### src/hdl/ntt_params_pkg.sv
//==============================
// Engine and bus constants
// Coefficient sizes, Barrett values and the register map
//==============================

package ntt_params_pkg;

    // Coefficient ring
    localparam int COEF_W = 12;
    localparam int NTT_N  = 16;
    localparam int IDX_W  = 4;
    localparam logic [COEF_W-1:0] NTT_Q = 12'd3329;

    // Unreduced value and Barrett reduction
    localparam int RAW_W      = 24;
    localparam int BARRETT_W  = 13;
    localparam int BARRETT_K  = 24;
    localparam logic [BARRETT_W-1:0] BARRETT_M = 13'd5039;

    // Bus widths
    localparam int BUS_ADDR_W = 8;
    localparam int BUS_DATA_W = 32;

    // Address map, each bank spans 16 words
    localparam logic [BUS_ADDR_W-1:0] ADDR_BANK_A = 8'h00;
    localparam logic [BUS_ADDR_W-1:0] ADDR_BANK_B = 8'h10;
    localparam logic [BUS_ADDR_W-1:0] ADDR_BANK_C = 8'h20;
    localparam logic [BUS_ADDR_W-1:0] ADDR_CTRL   = 8'h30;
    localparam logic [BUS_ADDR_W-1:0] ADDR_SEED   = 8'h31;
    localparam logic [BUS_ADDR_W-1:0] ADDR_STATUS = 8'h32;

    // CTRL and STATUS fields
    localparam int CTRL_START_BIT   = 0;
    localparam int CTRL_MODE_LSB    = 1;
    localparam int CTRL_SHUFFLE_BIT = 3;
    localparam int STATUS_BUSY_BIT  = 0;
    localparam int STATUS_DONE_BIT  = 1;

    localparam int LFSR_W = 16;

endpackage

### src/hdl/ntt_ops_pkg.sv
//==============================
// Engine operation types
// Pointwise modes and sequencer states
//==============================

package ntt_ops_pkg;

    // Pointwise operation, result always lands in bank C
    typedef enum logic [1:0] {
        MODE_PWM     = 2'd0,
        MODE_PWM_ACC = 2'd1,
        MODE_PWA     = 2'd2,
        MODE_PWS     = 2'd3
    } mode_e;

    // Sequencer states
    typedef enum logic [1:0] {
        ST_IDLE  = 2'd0,
        ST_ISSUE = 2'd1,
        ST_DRAIN = 2'd2
    } exec_state_e;

endpackage

### src/hdl/ntt_bus_decode.sv
//==============================
// Register bus decoder
// Bank access, CTRL, seed and STATUS with err pulses
//==============================
`timescale 1ns/1ps

module ntt_bus_decode (
    input  logic                                  hclk,
    input  logic                                  arst_n_i,
    input  logic                                  dv_i,
    input  logic                                  write_i,
    input  logic [ntt_params_pkg::BUS_ADDR_W-1:0] addr_i,
    input  logic [ntt_params_pkg::BUS_DATA_W-1:0] wdata_i,
    input  logic                                  busy_i,
    input  logic                                  done_i,
    input  logic [ntt_params_pkg::COEF_W-1:0]     bus_rdata_i,
    output logic [ntt_params_pkg::BUS_DATA_W-1:0] rdata_o,
    output logic                                  err_o,
    output logic                                  bus_en_o,
    output logic                                  bus_we_o,
    output logic [1:0]                            bus_bank_o,
    output logic [ntt_params_pkg::IDX_W-1:0]      bus_idx_o,
    output logic [ntt_params_pkg::COEF_W-1:0]     bus_wdata_o,
    output logic                                  start_o,
    output ntt_ops_pkg::mode_e                    mode_o,
    output logic                                  shuffle_en_o,
    output logic                                  seed_we_o,
    output logic [ntt_params_pkg::LFSR_W-1:0]     seed_o
);

    logic                                  is_bank;
    logic                                  is_ctrl;
    logic                                  is_seed;
    logic                                  is_status;
    logic                                  bad;
    logic                                  ctrl_wr;
    logic                                  bank_rd_q;
    logic                                  done_q;
    logic [ntt_params_pkg::BUS_DATA_W-1:0] rdata_q;
    logic [ntt_params_pkg::BUS_DATA_W-1:0] status_word;

    assign is_bank   = (addr_i < ntt_params_pkg::ADDR_CTRL);
    assign is_ctrl   = (addr_i == ntt_params_pkg::ADDR_CTRL);
    assign is_seed   = (addr_i == ntt_params_pkg::ADDR_SEED);
    assign is_status = (addr_i == ntt_params_pkg::ADDR_STATUS);
    assign bad       = (is_bank & busy_i) | ~(is_bank | is_ctrl | is_seed | is_status);
    assign ctrl_wr   = dv_i & write_i & is_ctrl & ~busy_i;

    assign bus_en_o    = dv_i & is_bank & ~busy_i;
    assign bus_we_o    = write_i;
    assign bus_bank_o  = addr_i[5:4];
    assign bus_idx_o   = addr_i[3:0];
    assign bus_wdata_o = wdata_i[ntt_params_pkg::COEF_W-1:0];

    assign rdata_o = bank_rd_q ?
                     {{(ntt_params_pkg::BUS_DATA_W-ntt_params_pkg::COEF_W){1'b0}}, bus_rdata_i} :
                     rdata_q;

    always_comb begin
        status_word = '0;
        status_word[ntt_params_pkg::STATUS_BUSY_BIT] = busy_i;
        status_word[ntt_params_pkg::STATUS_DONE_BIT] = done_q;
    end

    always_ff @(posedge hclk or negedge arst_n_i) begin
        if (!arst_n_i) begin
            err_o        <= 1'b0;
            start_o      <= 1'b0;
            mode_o       <= ntt_ops_pkg::MODE_PWM;
            shuffle_en_o <= 1'b0;
            seed_we_o    <= 1'b0;
            seed_o       <= '0;
            bank_rd_q    <= 1'b0;
            done_q       <= 1'b0;
            rdata_q      <= '0;
        end else begin
            err_o     <= dv_i & bad;
            start_o   <= ctrl_wr & wdata_i[ntt_params_pkg::CTRL_START_BIT];
            seed_we_o <= dv_i & write_i & is_seed;
            if (dv_i & write_i & is_seed) begin
                seed_o <= wdata_i[ntt_params_pkg::LFSR_W-1:0];
            end
            if (ctrl_wr) begin
                mode_o       <= ntt_ops_pkg::mode_e'(wdata_i[ntt_params_pkg::CTRL_MODE_LSB +: 2]);
                shuffle_en_o <= wdata_i[ntt_params_pkg::CTRL_SHUFFLE_BIT];
            end
            if (done_i) begin
                done_q <= 1'b1;
            end else if (ctrl_wr & wdata_i[ntt_params_pkg::CTRL_START_BIT]) begin
                done_q <= 1'b0;
            end
            if (dv_i & ~write_i) begin
                bank_rd_q <= is_bank & ~busy_i;
                rdata_q   <= is_status ? status_word : '0;
            end
        end
    end

endmodule

### src/hdl/ntt_coef_mem.sv
//==============================
// Coefficient banks A, B and C
// Bus port to any bank, engine port reads all and writes C
//==============================
`timescale 1ns/1ps

module ntt_coef_mem (
    input  logic                              hclk,
    input  logic                              bus_en_i,
    input  logic                              bus_we_i,
    input  logic [1:0]                        bus_bank_i,
    input  logic [ntt_params_pkg::IDX_W-1:0]  bus_idx_i,
    input  logic [ntt_params_pkg::COEF_W-1:0] bus_wdata_i,
    input  logic                              rd_en_i,
    input  logic [ntt_params_pkg::IDX_W-1:0]  rd_idx_i,
    input  logic                              wr_en_i,
    input  logic [ntt_params_pkg::IDX_W-1:0]  wr_idx_i,
    input  logic [ntt_params_pkg::COEF_W-1:0] wr_data_i,
    output logic [ntt_params_pkg::COEF_W-1:0] bus_rdata_o,
    output logic [ntt_params_pkg::COEF_W-1:0] a_data_o,
    output logic [ntt_params_pkg::COEF_W-1:0] b_data_o,
    output logic [ntt_params_pkg::COEF_W-1:0] c_data_o
);

    logic [ntt_params_pkg::COEF_W-1:0] mem_a [ntt_params_pkg::NTT_N];
    logic [ntt_params_pkg::COEF_W-1:0] mem_b [ntt_params_pkg::NTT_N];
    logic [ntt_params_pkg::COEF_W-1:0] mem_c [ntt_params_pkg::NTT_N];

    logic                              bus_wr;
    logic                              c_we;
    logic [ntt_params_pkg::IDX_W-1:0]  c_widx;
    logic [ntt_params_pkg::COEF_W-1:0] c_wdata;

    assign bus_wr = bus_en_i & bus_we_i;

    // Bank C write port shared by engine write-back and bus
    // The decoder refuses bus bank traffic while the engine runs
    assign c_we    = wr_en_i | (bus_wr && bus_bank_i == 2'd2);
    assign c_widx  = wr_en_i ? wr_idx_i : bus_idx_i;
    assign c_wdata = wr_en_i ? wr_data_i : bus_wdata_i;

    always_ff @(posedge hclk) begin
        if (bus_wr && bus_bank_i == 2'd0) begin
            mem_a[bus_idx_i] <= bus_wdata_i;
        end
        if (bus_wr && bus_bank_i == 2'd1) begin
            mem_b[bus_idx_i] <= bus_wdata_i;
        end
        if (c_we) begin
            mem_c[c_widx] <= c_wdata;
        end
    end

    // Bus read, held until the next bus read
    always_ff @(posedge hclk) begin
        if (bus_en_i && !bus_we_i) begin
            case (bus_bank_i)
                2'd0:    bus_rdata_o <= mem_a[bus_idx_i];
                2'd1:    bus_rdata_o <= mem_b[bus_idx_i];
                default: bus_rdata_o <= mem_c[bus_idx_i];
            endcase
        end
    end

    // Engine read of all three operands at one index
    always_ff @(posedge hclk) begin
        if (rd_en_i) begin
            a_data_o <= mem_a[rd_idx_i];
            b_data_o <= mem_b[rd_idx_i];
            c_data_o <= mem_c[rd_idx_i];
        end
    end

endmodule

### src/hdl/ntt_shuffle_lfsr.sv
//==============================
// Shuffle LFSR
// Fibonacci XNOR, taps 16 15 13 4
//==============================
`timescale 1ns/1ps

module ntt_shuffle_lfsr (
    input  logic                              hclk,
    input  logic                              arst_n_i,
    input  logic                              seed_we_i,
    input  logic [ntt_params_pkg::LFSR_W-1:0] seed_i,
    output logic [ntt_params_pkg::LFSR_W-1:0] state_o
);

    logic feedback;

    // All ones is the lockup state for XNOR feedback
    assign feedback = ~(state_o[15] ^ state_o[14] ^ state_o[12] ^ state_o[3]);

    always_ff @(posedge hclk or negedge arst_n_i) begin
        if (!arst_n_i) begin
            state_o <= '0;
        end else if (seed_we_i) begin
            state_o <= seed_i;
        end else begin
            state_o <= {state_o[ntt_params_pkg::LFSR_W-2:0], feedback};
        end
    end

endmodule

### src/hdl/ntt_pw_execute.sv
//==============================
// Pointwise sequencer
// Issues 16 indices and forms unreduced values
//==============================
`timescale 1ns/1ps

module ntt_pw_execute (
    input  logic                              hclk,
    input  logic                              arst_n_i,
    input  logic                              start_i,
    input  ntt_ops_pkg::mode_e                mode_i,
    input  logic                              shuffle_en_i,
    input  logic [ntt_params_pkg::LFSR_W-1:0] lfsr_i,
    input  logic                              done_i,
    input  logic [ntt_params_pkg::COEF_W-1:0] a_data_i,
    input  logic [ntt_params_pkg::COEF_W-1:0] b_data_i,
    input  logic [ntt_params_pkg::COEF_W-1:0] c_data_i,
    output logic                              busy_o,
    output logic                              rd_en_o,
    output logic [ntt_params_pkg::IDX_W-1:0]  rd_idx_o,
    output logic                              raw_valid_o,
    output logic [ntt_params_pkg::RAW_W-1:0]  raw_value_o,
    output logic [ntt_params_pkg::IDX_W-1:0]  raw_idx_o,
    output logic                              raw_last_o
);

    ntt_ops_pkg::exec_state_e         state_q;
    logic [ntt_params_pkg::IDX_W-1:0] cnt_q;
    logic [ntt_params_pkg::IDX_W-1:0] mask_q;
    logic                             last_issue;

    // Stage 1 tags, aligned with memory data
    logic                             s1_valid_q;
    logic [ntt_params_pkg::IDX_W-1:0] s1_idx_q;
    logic                             s1_last_q;

    logic [ntt_params_pkg::RAW_W-1:0] ab_prod;
    logic [ntt_params_pkg::RAW_W-1:0] raw_d;

    assign busy_o     = (state_q != ntt_ops_pkg::ST_IDLE);
    assign rd_en_o    = (state_q == ntt_ops_pkg::ST_ISSUE);
    assign last_issue = (cnt_q == ntt_params_pkg::IDX_W'(ntt_params_pkg::NTT_N - 1));

    // XOR with a fixed mask keeps the order a permutation
    assign rd_idx_o = cnt_q ^ (shuffle_en_i ? mask_q : '0);

    //==============================
    // Sequencer FSM
    //==============================
    always_ff @(posedge hclk or negedge arst_n_i) begin
        if (!arst_n_i) begin
            state_q <= ntt_ops_pkg::ST_IDLE;
            cnt_q   <= '0;
            mask_q  <= '0;
        end else begin
            case (state_q)
                ntt_ops_pkg::ST_IDLE: begin
                    if (start_i) begin
                        state_q <= ntt_ops_pkg::ST_ISSUE;
                        cnt_q   <= '0;
                        mask_q  <= lfsr_i[ntt_params_pkg::IDX_W-1:0];
                    end
                end
                ntt_ops_pkg::ST_ISSUE: begin
                    cnt_q <= cnt_q + 1'b1;
                    if (last_issue) begin
                        state_q <= ntt_ops_pkg::ST_DRAIN;
                    end
                end
                ntt_ops_pkg::ST_DRAIN: begin
                    // Wait for the last write-back
                    if (done_i) begin
                        state_q <= ntt_ops_pkg::ST_IDLE;
                    end
                end
                default: state_q <= ntt_ops_pkg::ST_IDLE;
            endcase
        end
    end

    //==============================
    // Datapath
    //==============================
    assign ab_prod = a_data_i * b_data_i;

    always_comb begin
        case (mode_i)
            ntt_ops_pkg::MODE_PWM:     raw_d = ab_prod;
            ntt_ops_pkg::MODE_PWM_ACC: raw_d = ab_prod + c_data_i;
            ntt_ops_pkg::MODE_PWA:     raw_d = a_data_i + b_data_i;
            // Offset by q so the difference stays positive
            default:                   raw_d = a_data_i + ntt_params_pkg::NTT_Q - b_data_i;
        endcase
    end

    always_ff @(posedge hclk or negedge arst_n_i) begin
        if (!arst_n_i) begin
            s1_valid_q  <= 1'b0;
            raw_valid_o <= 1'b0;
        end else begin
            s1_valid_q  <= rd_en_o;
            raw_valid_o <= s1_valid_q;
        end
    end

    always_ff @(posedge hclk) begin
        s1_idx_q    <= rd_idx_o;
        s1_last_q   <= rd_en_o & last_issue;
        raw_idx_o   <= s1_idx_q;
        raw_last_o  <= s1_last_q;
        raw_value_o <= raw_d;
    end

endmodule

### src/hdl/ntt_reduce_result.sv
//==============================
// Barrett reduction and write-back
// Reduces raw values mod q into bank C
//==============================
`timescale 1ns/1ps

module ntt_reduce_result (
    input  logic                              hclk,
    input  logic                              arst_n_i,
    input  logic                              raw_valid_i,
    input  logic [ntt_params_pkg::RAW_W-1:0]  raw_value_i,
    input  logic [ntt_params_pkg::IDX_W-1:0]  raw_idx_i,
    input  logic                              raw_last_i,
    output logic                              wr_en_o,
    output logic [ntt_params_pkg::IDX_W-1:0]  wr_idx_o,
    output logic [ntt_params_pkg::COEF_W-1:0] wr_data_o,
    output logic                              done_o
);

    logic [ntt_params_pkg::RAW_W+ntt_params_pkg::BARRETT_W-1:0]                         prod;
    logic [ntt_params_pkg::RAW_W+ntt_params_pkg::BARRETT_W-ntt_params_pkg::BARRETT_K-1:0] quot;
    logic [ntt_params_pkg::RAW_W-1:0]  quot_q;
    logic [ntt_params_pkg::RAW_W-1:0]  rem_full;
    logic [ntt_params_pkg::COEF_W:0]   rem;
    logic [ntt_params_pkg::COEF_W:0]   rem_sub;
    logic [ntt_params_pkg::COEF_W-1:0] red_d;

    // Quotient estimate may be short by one, so rem < 2q
    assign prod     = raw_value_i * ntt_params_pkg::BARRETT_M;
    assign quot     = prod[ntt_params_pkg::RAW_W+ntt_params_pkg::BARRETT_W-1:
                           ntt_params_pkg::BARRETT_K];
    assign quot_q   = quot * ntt_params_pkg::NTT_Q;
    assign rem_full = raw_value_i - quot_q;
    assign rem      = rem_full[ntt_params_pkg::COEF_W:0];
    assign rem_sub  = rem - {1'b0, ntt_params_pkg::NTT_Q};

    // Final conditional subtraction
    assign red_d = (rem >= {1'b0, ntt_params_pkg::NTT_Q}) ?
                   rem_sub[ntt_params_pkg::COEF_W-1:0] : rem[ntt_params_pkg::COEF_W-1:0];

    always_ff @(posedge hclk or negedge arst_n_i) begin
        if (!arst_n_i) begin
            wr_en_o <= 1'b0;
            done_o  <= 1'b0;
        end else begin
            wr_en_o <= raw_valid_i;
            done_o  <= raw_valid_i & raw_last_i;
        end
    end

    always_ff @(posedge hclk) begin
        wr_idx_o  <= raw_idx_i;
        wr_data_o <= red_d;
    end

endmodule

### src/hdl/ntt_wrapper_fpga.sv
//==============================
// FPGA wrapper of the pointwise engine
// Register bus in, irq pulse on completion
//==============================
`timescale 1ns/1ps

module ntt_wrapper_fpga (
    input  logic                                  hclk,
    input  logic                                  arst_n_i,
    input  logic                                  dv_i,
    input  logic                                  write_i,
    input  logic [ntt_params_pkg::BUS_ADDR_W-1:0] addr_i,
    input  logic [ntt_params_pkg::BUS_DATA_W-1:0] wdata_i,
    output logic [ntt_params_pkg::BUS_DATA_W-1:0] rdata_o,
    output logic                                  err_o,
    output logic                                  irq_o
);

    // Decoder to memory
    logic                              bus_en;
    logic                              bus_we;
    logic [1:0]                        bus_bank;
    logic [ntt_params_pkg::IDX_W-1:0]  bus_idx;
    logic [ntt_params_pkg::COEF_W-1:0] bus_wdata;
    logic [ntt_params_pkg::COEF_W-1:0] bus_rdata;

    // Control
    logic                              start;
    ntt_ops_pkg::mode_e                mode;
    logic                              shuffle_en;
    logic                              busy;
    logic                              done;
    logic                              seed_we;
    logic [ntt_params_pkg::LFSR_W-1:0] seed;
    logic [ntt_params_pkg::LFSR_W-1:0] lfsr_state;

    // Engine datapath
    logic                              rd_en;
    logic [ntt_params_pkg::IDX_W-1:0]  rd_idx;
    logic [ntt_params_pkg::COEF_W-1:0] a_data;
    logic [ntt_params_pkg::COEF_W-1:0] b_data;
    logic [ntt_params_pkg::COEF_W-1:0] c_data;
    logic                              raw_valid;
    logic [ntt_params_pkg::RAW_W-1:0]  raw_value;
    logic [ntt_params_pkg::IDX_W-1:0]  raw_idx;
    logic                              raw_last;
    logic                              wr_en;
    logic [ntt_params_pkg::IDX_W-1:0]  wr_idx;
    logic [ntt_params_pkg::COEF_W-1:0] wr_data;

    assign irq_o = done;

    ntt_bus_decode ntt_bus_decode_i (
        .hclk         (hclk),
        .arst_n_i     (arst_n_i),
        .dv_i         (dv_i),
        .write_i      (write_i),
        .addr_i       (addr_i),
        .wdata_i      (wdata_i),
        .busy_i       (busy),
        .done_i       (done),
        .bus_rdata_i  (bus_rdata),
        .rdata_o      (rdata_o),
        .err_o        (err_o),
        .bus_en_o     (bus_en),
        .bus_we_o     (bus_we),
        .bus_bank_o   (bus_bank),
        .bus_idx_o    (bus_idx),
        .bus_wdata_o  (bus_wdata),
        .start_o      (start),
        .mode_o       (mode),
        .shuffle_en_o (shuffle_en),
        .seed_we_o    (seed_we),
        .seed_o       (seed)
    );

    ntt_coef_mem ntt_coef_mem_i (
        .hclk        (hclk),
        .bus_en_i    (bus_en),
        .bus_we_i    (bus_we),
        .bus_bank_i  (bus_bank),
        .bus_idx_i   (bus_idx),
        .bus_wdata_i (bus_wdata),
        .rd_en_i     (rd_en),
        .rd_idx_i    (rd_idx),
        .wr_en_i     (wr_en),
        .wr_idx_i    (wr_idx),
        .wr_data_i   (wr_data),
        .bus_rdata_o (bus_rdata),
        .a_data_o    (a_data),
        .b_data_o    (b_data),
        .c_data_o    (c_data)
    );

    ntt_shuffle_lfsr ntt_shuffle_lfsr_i (
        .hclk      (hclk),
        .arst_n_i  (arst_n_i),
        .seed_we_i (seed_we),
        .seed_i    (seed),
        .state_o   (lfsr_state)
    );

    ntt_pw_execute ntt_pw_execute_i (
        .hclk         (hclk),
        .arst_n_i     (arst_n_i),
        .start_i      (start),
        .mode_i       (mode),
        .shuffle_en_i (shuffle_en),
        .lfsr_i       (lfsr_state),
        .done_i       (done),
        .a_data_i     (a_data),
        .b_data_i     (b_data),
        .c_data_i     (c_data),
        .busy_o       (busy),
        .rd_en_o      (rd_en),
        .rd_idx_o     (rd_idx),
        .raw_valid_o  (raw_valid),
        .raw_value_o  (raw_value),
        .raw_idx_o    (raw_idx),
        .raw_last_o   (raw_last)
    );

    ntt_reduce_result ntt_reduce_result_i (
        .hclk        (hclk),
        .arst_n_i    (arst_n_i),
        .raw_valid_i (raw_valid),
        .raw_value_i (raw_value),
        .raw_idx_i   (raw_idx),
        .raw_last_i  (raw_last),
        .wr_en_o     (wr_en),
        .wr_idx_o    (wr_idx),
        .wr_data_o   (wr_data),
        .done_o      (done)
    );

endmodule

### config.mk
export PLATFORM = sky130hd
export DESIGN_NAME = ntt_wrapper_fpga
export DESIGN_NICKNAME = d
export VERILOG_FILES = /design/src/hdl/ntt_params_pkg.sv /design/src/hdl/ntt_ops_pkg.sv /design/src/hdl/ntt_bus_decode.sv /design/src/hdl/ntt_coef_mem.sv /design/src/hdl/ntt_shuffle_lfsr.sv /design/src/hdl/ntt_pw_execute.sv /design/src/hdl/ntt_reduce_result.sv /design/src/hdl/ntt_wrapper_fpga.sv
export SDC_FILE = /design/constraint.sdc
export NUM_CORES = 2
export LEC_CHECK = 0
export ABC_CLOCK_PERIOD_IN_PS = 19000
export BUFFER_PORTS_ARGS = -buffer_cell sky130_fd_sc_hd__buf_2
export CELL_PAD_IN_SITES_DETAIL_PLACEMENT = 0
export CELL_PAD_IN_SITES_GLOBAL_PLACEMENT = 1
export CORE_AREA = 2 2 395 397
export DETAILED_ROUTE_END_ITERATION = 8
export DIE_AREA = 0 0 397 399
export PLACE_DENSITY = 0.5
export REMOVE_ABC_BUFFERS = 1
export SETUP_SLACK_MARGIN = 0.02
export SLEW_MARGIN = 40
export SYNTH_ARGS = -nofsm -noshare
export SYNTH_HDL_FRONTEND = slang
export SYNTH_HIERARCHICAL = 1
export SYNTH_SLANG_ARGS = --single-unit
### constraint.sdc
create_clock -name hclk -period 19 [get_ports hclk]
set_input_delay 1.9 -clock hclk [delete_from_list [all_inputs] [get_ports hclk]]
set_output_delay 1.9 -clock hclk [all_outputs]
set_load 0.02 [all_outputs]
; Yosys cells after proc, flatten, opt, wreduce, memory -nomap -nowiden
; Memories as Yosys holds them, arrays and structs flattened. A register that Yosys moved wholly into a read port is not among the register bits.
; Index checks and enable logic that the tools add are counted.
[word_totals]
regBits = 148
wordCells = 117
output_inout_bits = 34
mem_bits_rw = 576
inputBits = 44
n_memories = 3
[classes]
bitwise = 27
n_eq_ne = 13
reduce_logical = 14
magnitude_cmp = 2
multipliers = 3
addsub = 7
muxes = 23
[mem_list]
columns = name, words, word_bits, read_ports, rd_ports_with_merged_regs, write_ports, line_no
row1 = ntt_coef_mem_i.mem_a, 16, 12, 2, 1, 1, ntt_coef_mem.sv:25  ; logic [ntt_params_pkg::COEF_W-1:0] mem_a [ntt_params_pkg::NTT_N];
row2 = ntt_coef_mem_i.mem_b, 16, 12, 2, 1, 1, ntt_coef_mem.sv:26  ; logic [ntt_params_pkg::COEF_W-1:0] mem_b [ntt_params_pkg::NTT_N];
row3 = ntt_coef_mem_i.mem_c, 16, 12, 2, 1, 1, ntt_coef_mem.sv:27  ; logic [ntt_params_pkg::COEF_W-1:0] mem_c [ntt_params_pkg::NTT_N];
[ops]
columns = cell, count
row1 = 24-bit case mux with 3 select lines, 1
row2 = 24-bit by 13-bit multiplier with 37-bit output (second input constant), 1
row3 = 32-bit two-way mux, 1
row4 = 24-bit by 12-bit adder with 24-bit output, 1
row5 = 8-bit by 6-bit equality test with 1-bit output (second input constant), 3
row6 = 12-bit by 12-bit multiplier with 24-bit output, 1
row7 = 12-bit two-way mux, 2
row8 = 12-bit case mux with 2 select lines, 1
row9 = 24-bit by 12-bit subtractor with 24-bit output, 1
row10 = 16-bit two-way mux, 1
row11 = 1-bit bitwise AND, 14
row12 = 12-bit by 12-bit adder with 13-bit output, 1
row13 = 12-bit by 12-bit adder with 13-bit output (second input constant), 1
row14 = 13-bit by 12-bit >= comparator with 1-bit output (second input constant), 1
row15 = 13-bit by 12-bit multiplier with 13-bit output (second input constant), 1
row16 = 13-bit subtractor, 1
row17 = 4-bit two-way mux, 3
row18 = 12-bit subtractor (second input constant), 1
row19 = 8-bit by 6-bit less-than comparator with 1-bit output (second input constant), 1
row20 = 1-bit two-way mux, 8
row21 = 2-bit two-way mux, 4
row22 = 4-bit case mux with 2 select lines, 1
row23 = 2-bit by 1-bit equality test with 1-bit output (second input constant), 3
row24 = 2-bit equality test (second input constant), 3
row25 = other kinds (15), 33

; Depth between registers and ports, before layout
[logic_depth]
ltp_word = 8
mapped_depth = 36
ltp_nobuf = 35

; By module
; The synthesis kept the hierarchy.
[modules_own_cells]
columns = mod, instances, area_each_um2, cells_each, seq_area_each_um2
row1 = ntt_coef_mem, 1, 28469.8, 1436, 18738.0
row2 = ntt_pw_execute, 1, 8424.3, 964, 980.9
row3 = ntt_reduce_result, 1, 7060.5, 691, 370.4
row4 = ntt_bus_decode, 1, 1477.7, 125, 650.6
row5 = ntt_shuffle_lfsr, 1, 665.6, 38, 400.4

; Worst setup path after synthesis
; Ideal clock, no wire load.
[synth_timing]
path_type = reg2reg
startpoint = reg ntt_pw_execute_i/raw_value_o[19] in the netlist's numbering
endpoint = reg ntt_reduce_result_i/wr_data_o[7] in the netlist's numbering
t_required_ps = 18875
arrival_time_ps = 8364
path_stages_with_launch = 36
setup_slack_ps = 10511
setup_time_ps = 125
n_path_buf = 1
period_less_slack_ps = 8489
path_cell_list = dfxtp_1 inv_1 fa_1 fa_1 inv_1 fa_1 fa_1 inv_1 fa_1 inv_1 ha_1 and3_4 and2_1 a221oi_2 inv_1 nor2_1 xnor2_1 xnor2_1 ha_1 nor2_1 fa_1 ha_1 inv_1 fa_1 ha_1 a21oi_1 a21oi_1 a2111o_1 a21o_1 a21o_1 a21oi_1 xnor2_1 o311a_1 buf_6 o211ai_1 xnor2_1
[synth_between]
elab_chain_len = 5
elab_cells_between_ends = 6
classes_between = add/sub (2) / mul (2) / order compare (1) / mux (1)
[synth_rtl]
columns = element, line_no
row1 = from (decl), ntt_pw_execute.sv:22  ; output logic [ntt_params_pkg::RAW_W-1:0] raw_value_o,
row2 = from (signal assigned), ntt_pw_execute.sv:111  ; raw_value_o <= raw_d;
row3 = 24-bit by 13-bit multiplier with 37-bit output (*), ntt_reduce_result.sv:29  ; assign prod = raw_value_i * ntt_params_pkg::BARRETT_M;
row4 = 13-bit by 12-bit multiplier with 13-bit output (*), ntt_reduce_result.sv:32  ; assign quot_q = quot * ntt_params_pkg::NTT_Q;
row5 = 13-bit subtractor (*), ntt_reduce_result.sv:33  ; assign rem_full = raw_value_i - quot_q;
row6 = 12-bit subtractor or 13-bit by 12-bit >= comparator with 1-bit output (tied branches), "ntt_reduce_result.sv:35, ntt_reduce_result.sv:38"
row7 = 12-bit two-way mux (*), ntt_reduce_result.sv:38  ; assign red_d = (rem >= {1'b0, ntt_params_pkg::NTT_Q}) ?
row8 = "named net ntt_reduce_result_i.red_d, one bit", ntt_reduce_result.sv:26  ; logic [ntt_params_pkg::COEF_W-1:0] red_d;
row9 = to (signal assigned), ntt_reduce_result.sv:53  ; wr_data_o <= red_d;
row10 = to (decl), ntt_reduce_result.sv:16  ; output logic [ntt_params_pkg::COEF_W-1:0] wr_data_o,
; The timed path passes the listed nets; every way through them passes the cells marked *.
; A chain may end at the register's enable or synchronous reset.

; Worst setup path after layout
[layout_timing]
startpoint = reg ntt_pw_execute_i/raw_value_o[21] in the netlist's numbering
endpoint = reg ntt_reduce_result_i/wr_data_o[2] in the netlist's numbering
; The elaborated chain is that of the path after synthesis.

==> results.txt <==
Later-pin clock latency in the skew report: 0.68 ns
Final Skew: 0.0338 ns
DR vias/cell: 4.94
Die W: 397 um
I/O pins: 78
Slew Viols, Final: 0
Clock Tree Buf Depth: 3
Share of flip-flops with an asynchronous set or reset: 7.67%
Crit path top cell by count: fa_1
Total GRT Usage: 16.7%
Final Hold Viols: 0
Setup TNS: 0 ns
Layout Cells excl Fill: 5,416
Max Fclk: 102 MHz
Setup crit end kind: register
Unique masters post-synth: 106
Final net count: 3,834
FF-to-FF End: ntt_reduce_result_i/wr_data_o[2]$_DFF_P_
Post-synth top flop: edfxtp_1
Area grow syn2layout: 11.7%
Vias in the first global route: 28,400
Slowest stage cell, crit path: o311a_1
Cts bufs inserted: 83
Crit path capture: ntt_reduce_result_i/wr_data_o[2]$_DFF_P_
Sequential area share after synthesis: 45.9%
Max Cap Viol: 0
DPL Wire Length: 89,300 um
Worst-margin pin slew: 0.864 ns
Die area: 0.158 mm2
Starting Density: 30.0%
R2R Setup Slk: 9.22 ns
Final period util: 51.5%
Post-synth EDFFs: 624
Synthesized cell area: 0.0461 mm2
Cells after DPL: 5,257
Post-CTS Setup Inserts: 0
Critical path required time: 19.54 ns
CTS root buf: clkbuf_16
Routed wire per std cell: 24.3 um
CP Class: reg2reg
H-tree depth: 3
Antenna viol nets, final: 0
Final setup violation count: 0
Height of the die: 399 um
Status: complete, no violations
RePlAce Congestion: 0.767
Slew margin rel.: 42.2%
Antenna violations before repair: 5
Critical path launch point: ntt_pw_execute_i/raw_value_o[21]$_DFF_P_
Ys Warns: 6
Critical Path Source Type: register
Cts repair resizes: 0
Syn Area/Cell: 14.2 um2
Hold_buf cts: 0
Drc violations: 0
Row count: 144
RSZ-0062 raised after global routing: no
DRT iter0 DRCs: 1,569
Fraction of layout cells with a size suffix above 1: 18.9%
Reg2reg path depth: 32
Slowest stage delay, CP: 0.61 ns
GRT overflow: 0
First-pass GRT wire length: 194,000 um
Sinks on the clock net: 730
Core Region: 0.154 mm2
Min cycle time layout: 9.78 ns
Vias: 26,700
FF+latch count, synth: 730
CTS tree: built
Drt pass-1 iters: 7
Input/output buffers: 41
Routed wire length: 131,000 um
Worst-path fanout max: 12
CTS clock-pin slew for the worst setup and hold paths: 0.06 ns
FILL cells: 15,000
Largest net degree at the start of global routing: 57
Hold WC Path Type: reg2reg
Count of mapped cells out of synthesis: 3,254
Hold path startpoint: ntt_pw_execute_i/s1_idx_q[0]$_DFF_P_
CP Data Arrival Time: 10.32 ns
RR Startpoint: ntt_pw_execute_i/raw_value_o[21]$_DFF_P_
## area by class of cell
type / count / area (um2) / share of cell area (%)
tap: 2044 / 2560 / 4.97
timing repair buffer: 131 / 1050 / 2.05
inverter: 352 / 1320 / 2.57
clock buffer: 110 / 2290 / 4.45
clock inverter: 43 / 510 / 0.991
multi-input combinational: 2001 / 22600 / 43.9
antenna: 5 / 12.5 / 0.0243
sequential: 730 / 21100 / 41.0
## stage by stage
step / hold WS, ns / util [%] / worst slack [ns] / area, um2
after CTS: 0.325 / 33.5 / 9.08 / 51500
after global placement: 0.310 / 31.6 / 9.10 / 48500
after floorplan: 0.310 / - / 3.92 / 45000
after global routing: 0.328 / 33.5 / 8.50 / 51500
final: 0.325 / 33.5 / 9.22 / 51500
after detailed placement: 0.312 / 31.7 / 9.15 / 48700
## cells in the mapped netlist, drive strengths merged, types with 14 or more instances
cell type  number  area share (%)
edfxtp        624              41
inv           352             2.9
ha            256             6.9
mux4          250              12
fa            235              10
mux2i         194             4.2
nand2         161             1.3
nor2          110            0.90
buf           105             1.7
a21oi          85            0.95
clkbuf         84            0.77
xnor2          77             1.5
and2           74             1.0
o21ai          71            0.80
dfrtp          56             3.0
mux2           53             1.4
dfxtp          50             2.2
a22oi          49            0.80
nand3          33            0.36
xor2           33            0.63
a221oi         27            0.54
a22o           25            0.47
a21o           21            0.34
nor3           21            0.26
nor2b          17            0.23
nand2b         15            0.22
nand4          14            0.19
o22ai          14            0.20
## sequential cells by signal (all words and copies together) (netlist names), 2 cells and up
signal	flops
ntt_bus_decode_i/mode_o	2
ntt_bus_decode_i/rdata_q	2
ntt_bus_decode_i/seed_o	16
ntt_coef_mem_i/a_data_o	12
ntt_coef_mem_i/b_data_o	12
ntt_coef_mem_i/bus_rdata_o	12
ntt_coef_mem_i/c_data_o	12
ntt_coef_mem_i/mem_a	192
ntt_coef_mem_i/mem_b	192
ntt_coef_mem_i/mem_c	192
ntt_pw_execute_i/cnt_q	4
ntt_pw_execute_i/mask_q	4
ntt_pw_execute_i/raw_idx_o	4
ntt_pw_execute_i/raw_value_o	24
ntt_pw_execute_i/s1_idx_q	4
ntt_pw_execute_i/state_q	2
ntt_reduce_result_i/wr_data_o	12
ntt_reduce_result_i/wr_idx_o	4
ntt_shuffle_lfsr_i/state_o	16
## kinds of logic (layout without fill, tap and decap cells)
kind of cell / Yosys count / in the layout / synth area share (%)
simple gates: 492 / 492 / 5.31
fa+ha+maj: 491 / 491 / 17.2
xor+xnor: 112 / 112 / 2.25
other cells: 1 / 25 / 0.00813
mux: 497 / 497 / 17.9
buf+inv: 542 / 636 / 5.37
compound gates: 389 / 389 / 6.19
flops: 730 / 730 / 45.9
## layout by cell type, fill, tap and decap left out, types with 77 or more instances in the layout
master and instances:
clkbuf_16 85, nor2_1 106, a21oi_1 84, mux2i_1 194, edfxtp_1 624, fa_1 235, ha_1 256, inv_1 351
mux4_2 250, buf_4 77, nand2_1 160
## worst max-delay path, delay by kind of cell (launching register included)
kind	cells	cell delay, ns
flops	1	0.56
xor+xnor	2	0.44
fa+ha+maj	11	4.67
buf+inv	5	0.42
simple gates	2	0.38
compound gates	12	3.17
## worst min path at each step
stage / to / slack [ns] / cells past startpoint
2_1_floorplan: ntt_pw_execute_i/raw_idx_o[0]$_DFF_P_ / 0.31 / 0
3_3_place_gp: ntt_pw_execute_i/raw_idx_o[0]$_DFF_P_ / 0.31 / 0
3_5_place_dp: ntt_pw_execute_i/raw_idx_o[0]$_DFF_P_ / 0.31 / 0
4_1_cts: ntt_pw_execute_i/raw_idx_o[3]$_DFF_P_ / 0.32 / 0
5_1_grt: ntt_pw_execute_i/raw_idx_o[1]$_DFF_P_ / 0.33 / 0
6_report: ntt_pw_execute_i/raw_idx_o[0]$_DFF_P_ / 0.32 / 0
## routing by layer
| metal | part of all wire, % | up-vias | global-route usage, % |
|---|---|---|---|
| met2 | 49 | 477 | 28.6 |
| li1 | - | 12100 | - |
| met5 | 0.0099 | - | 0 |
| met4 | 1.8 | 2 | 3.79 |
| met3 | 3.5 | 139 | 2.12 |
| met1 | 45 | 14000 | 22.7 |
Power is not shown: default switching activity piles up to over one toggle a cycle in this logic, so the estimate is an artifact.
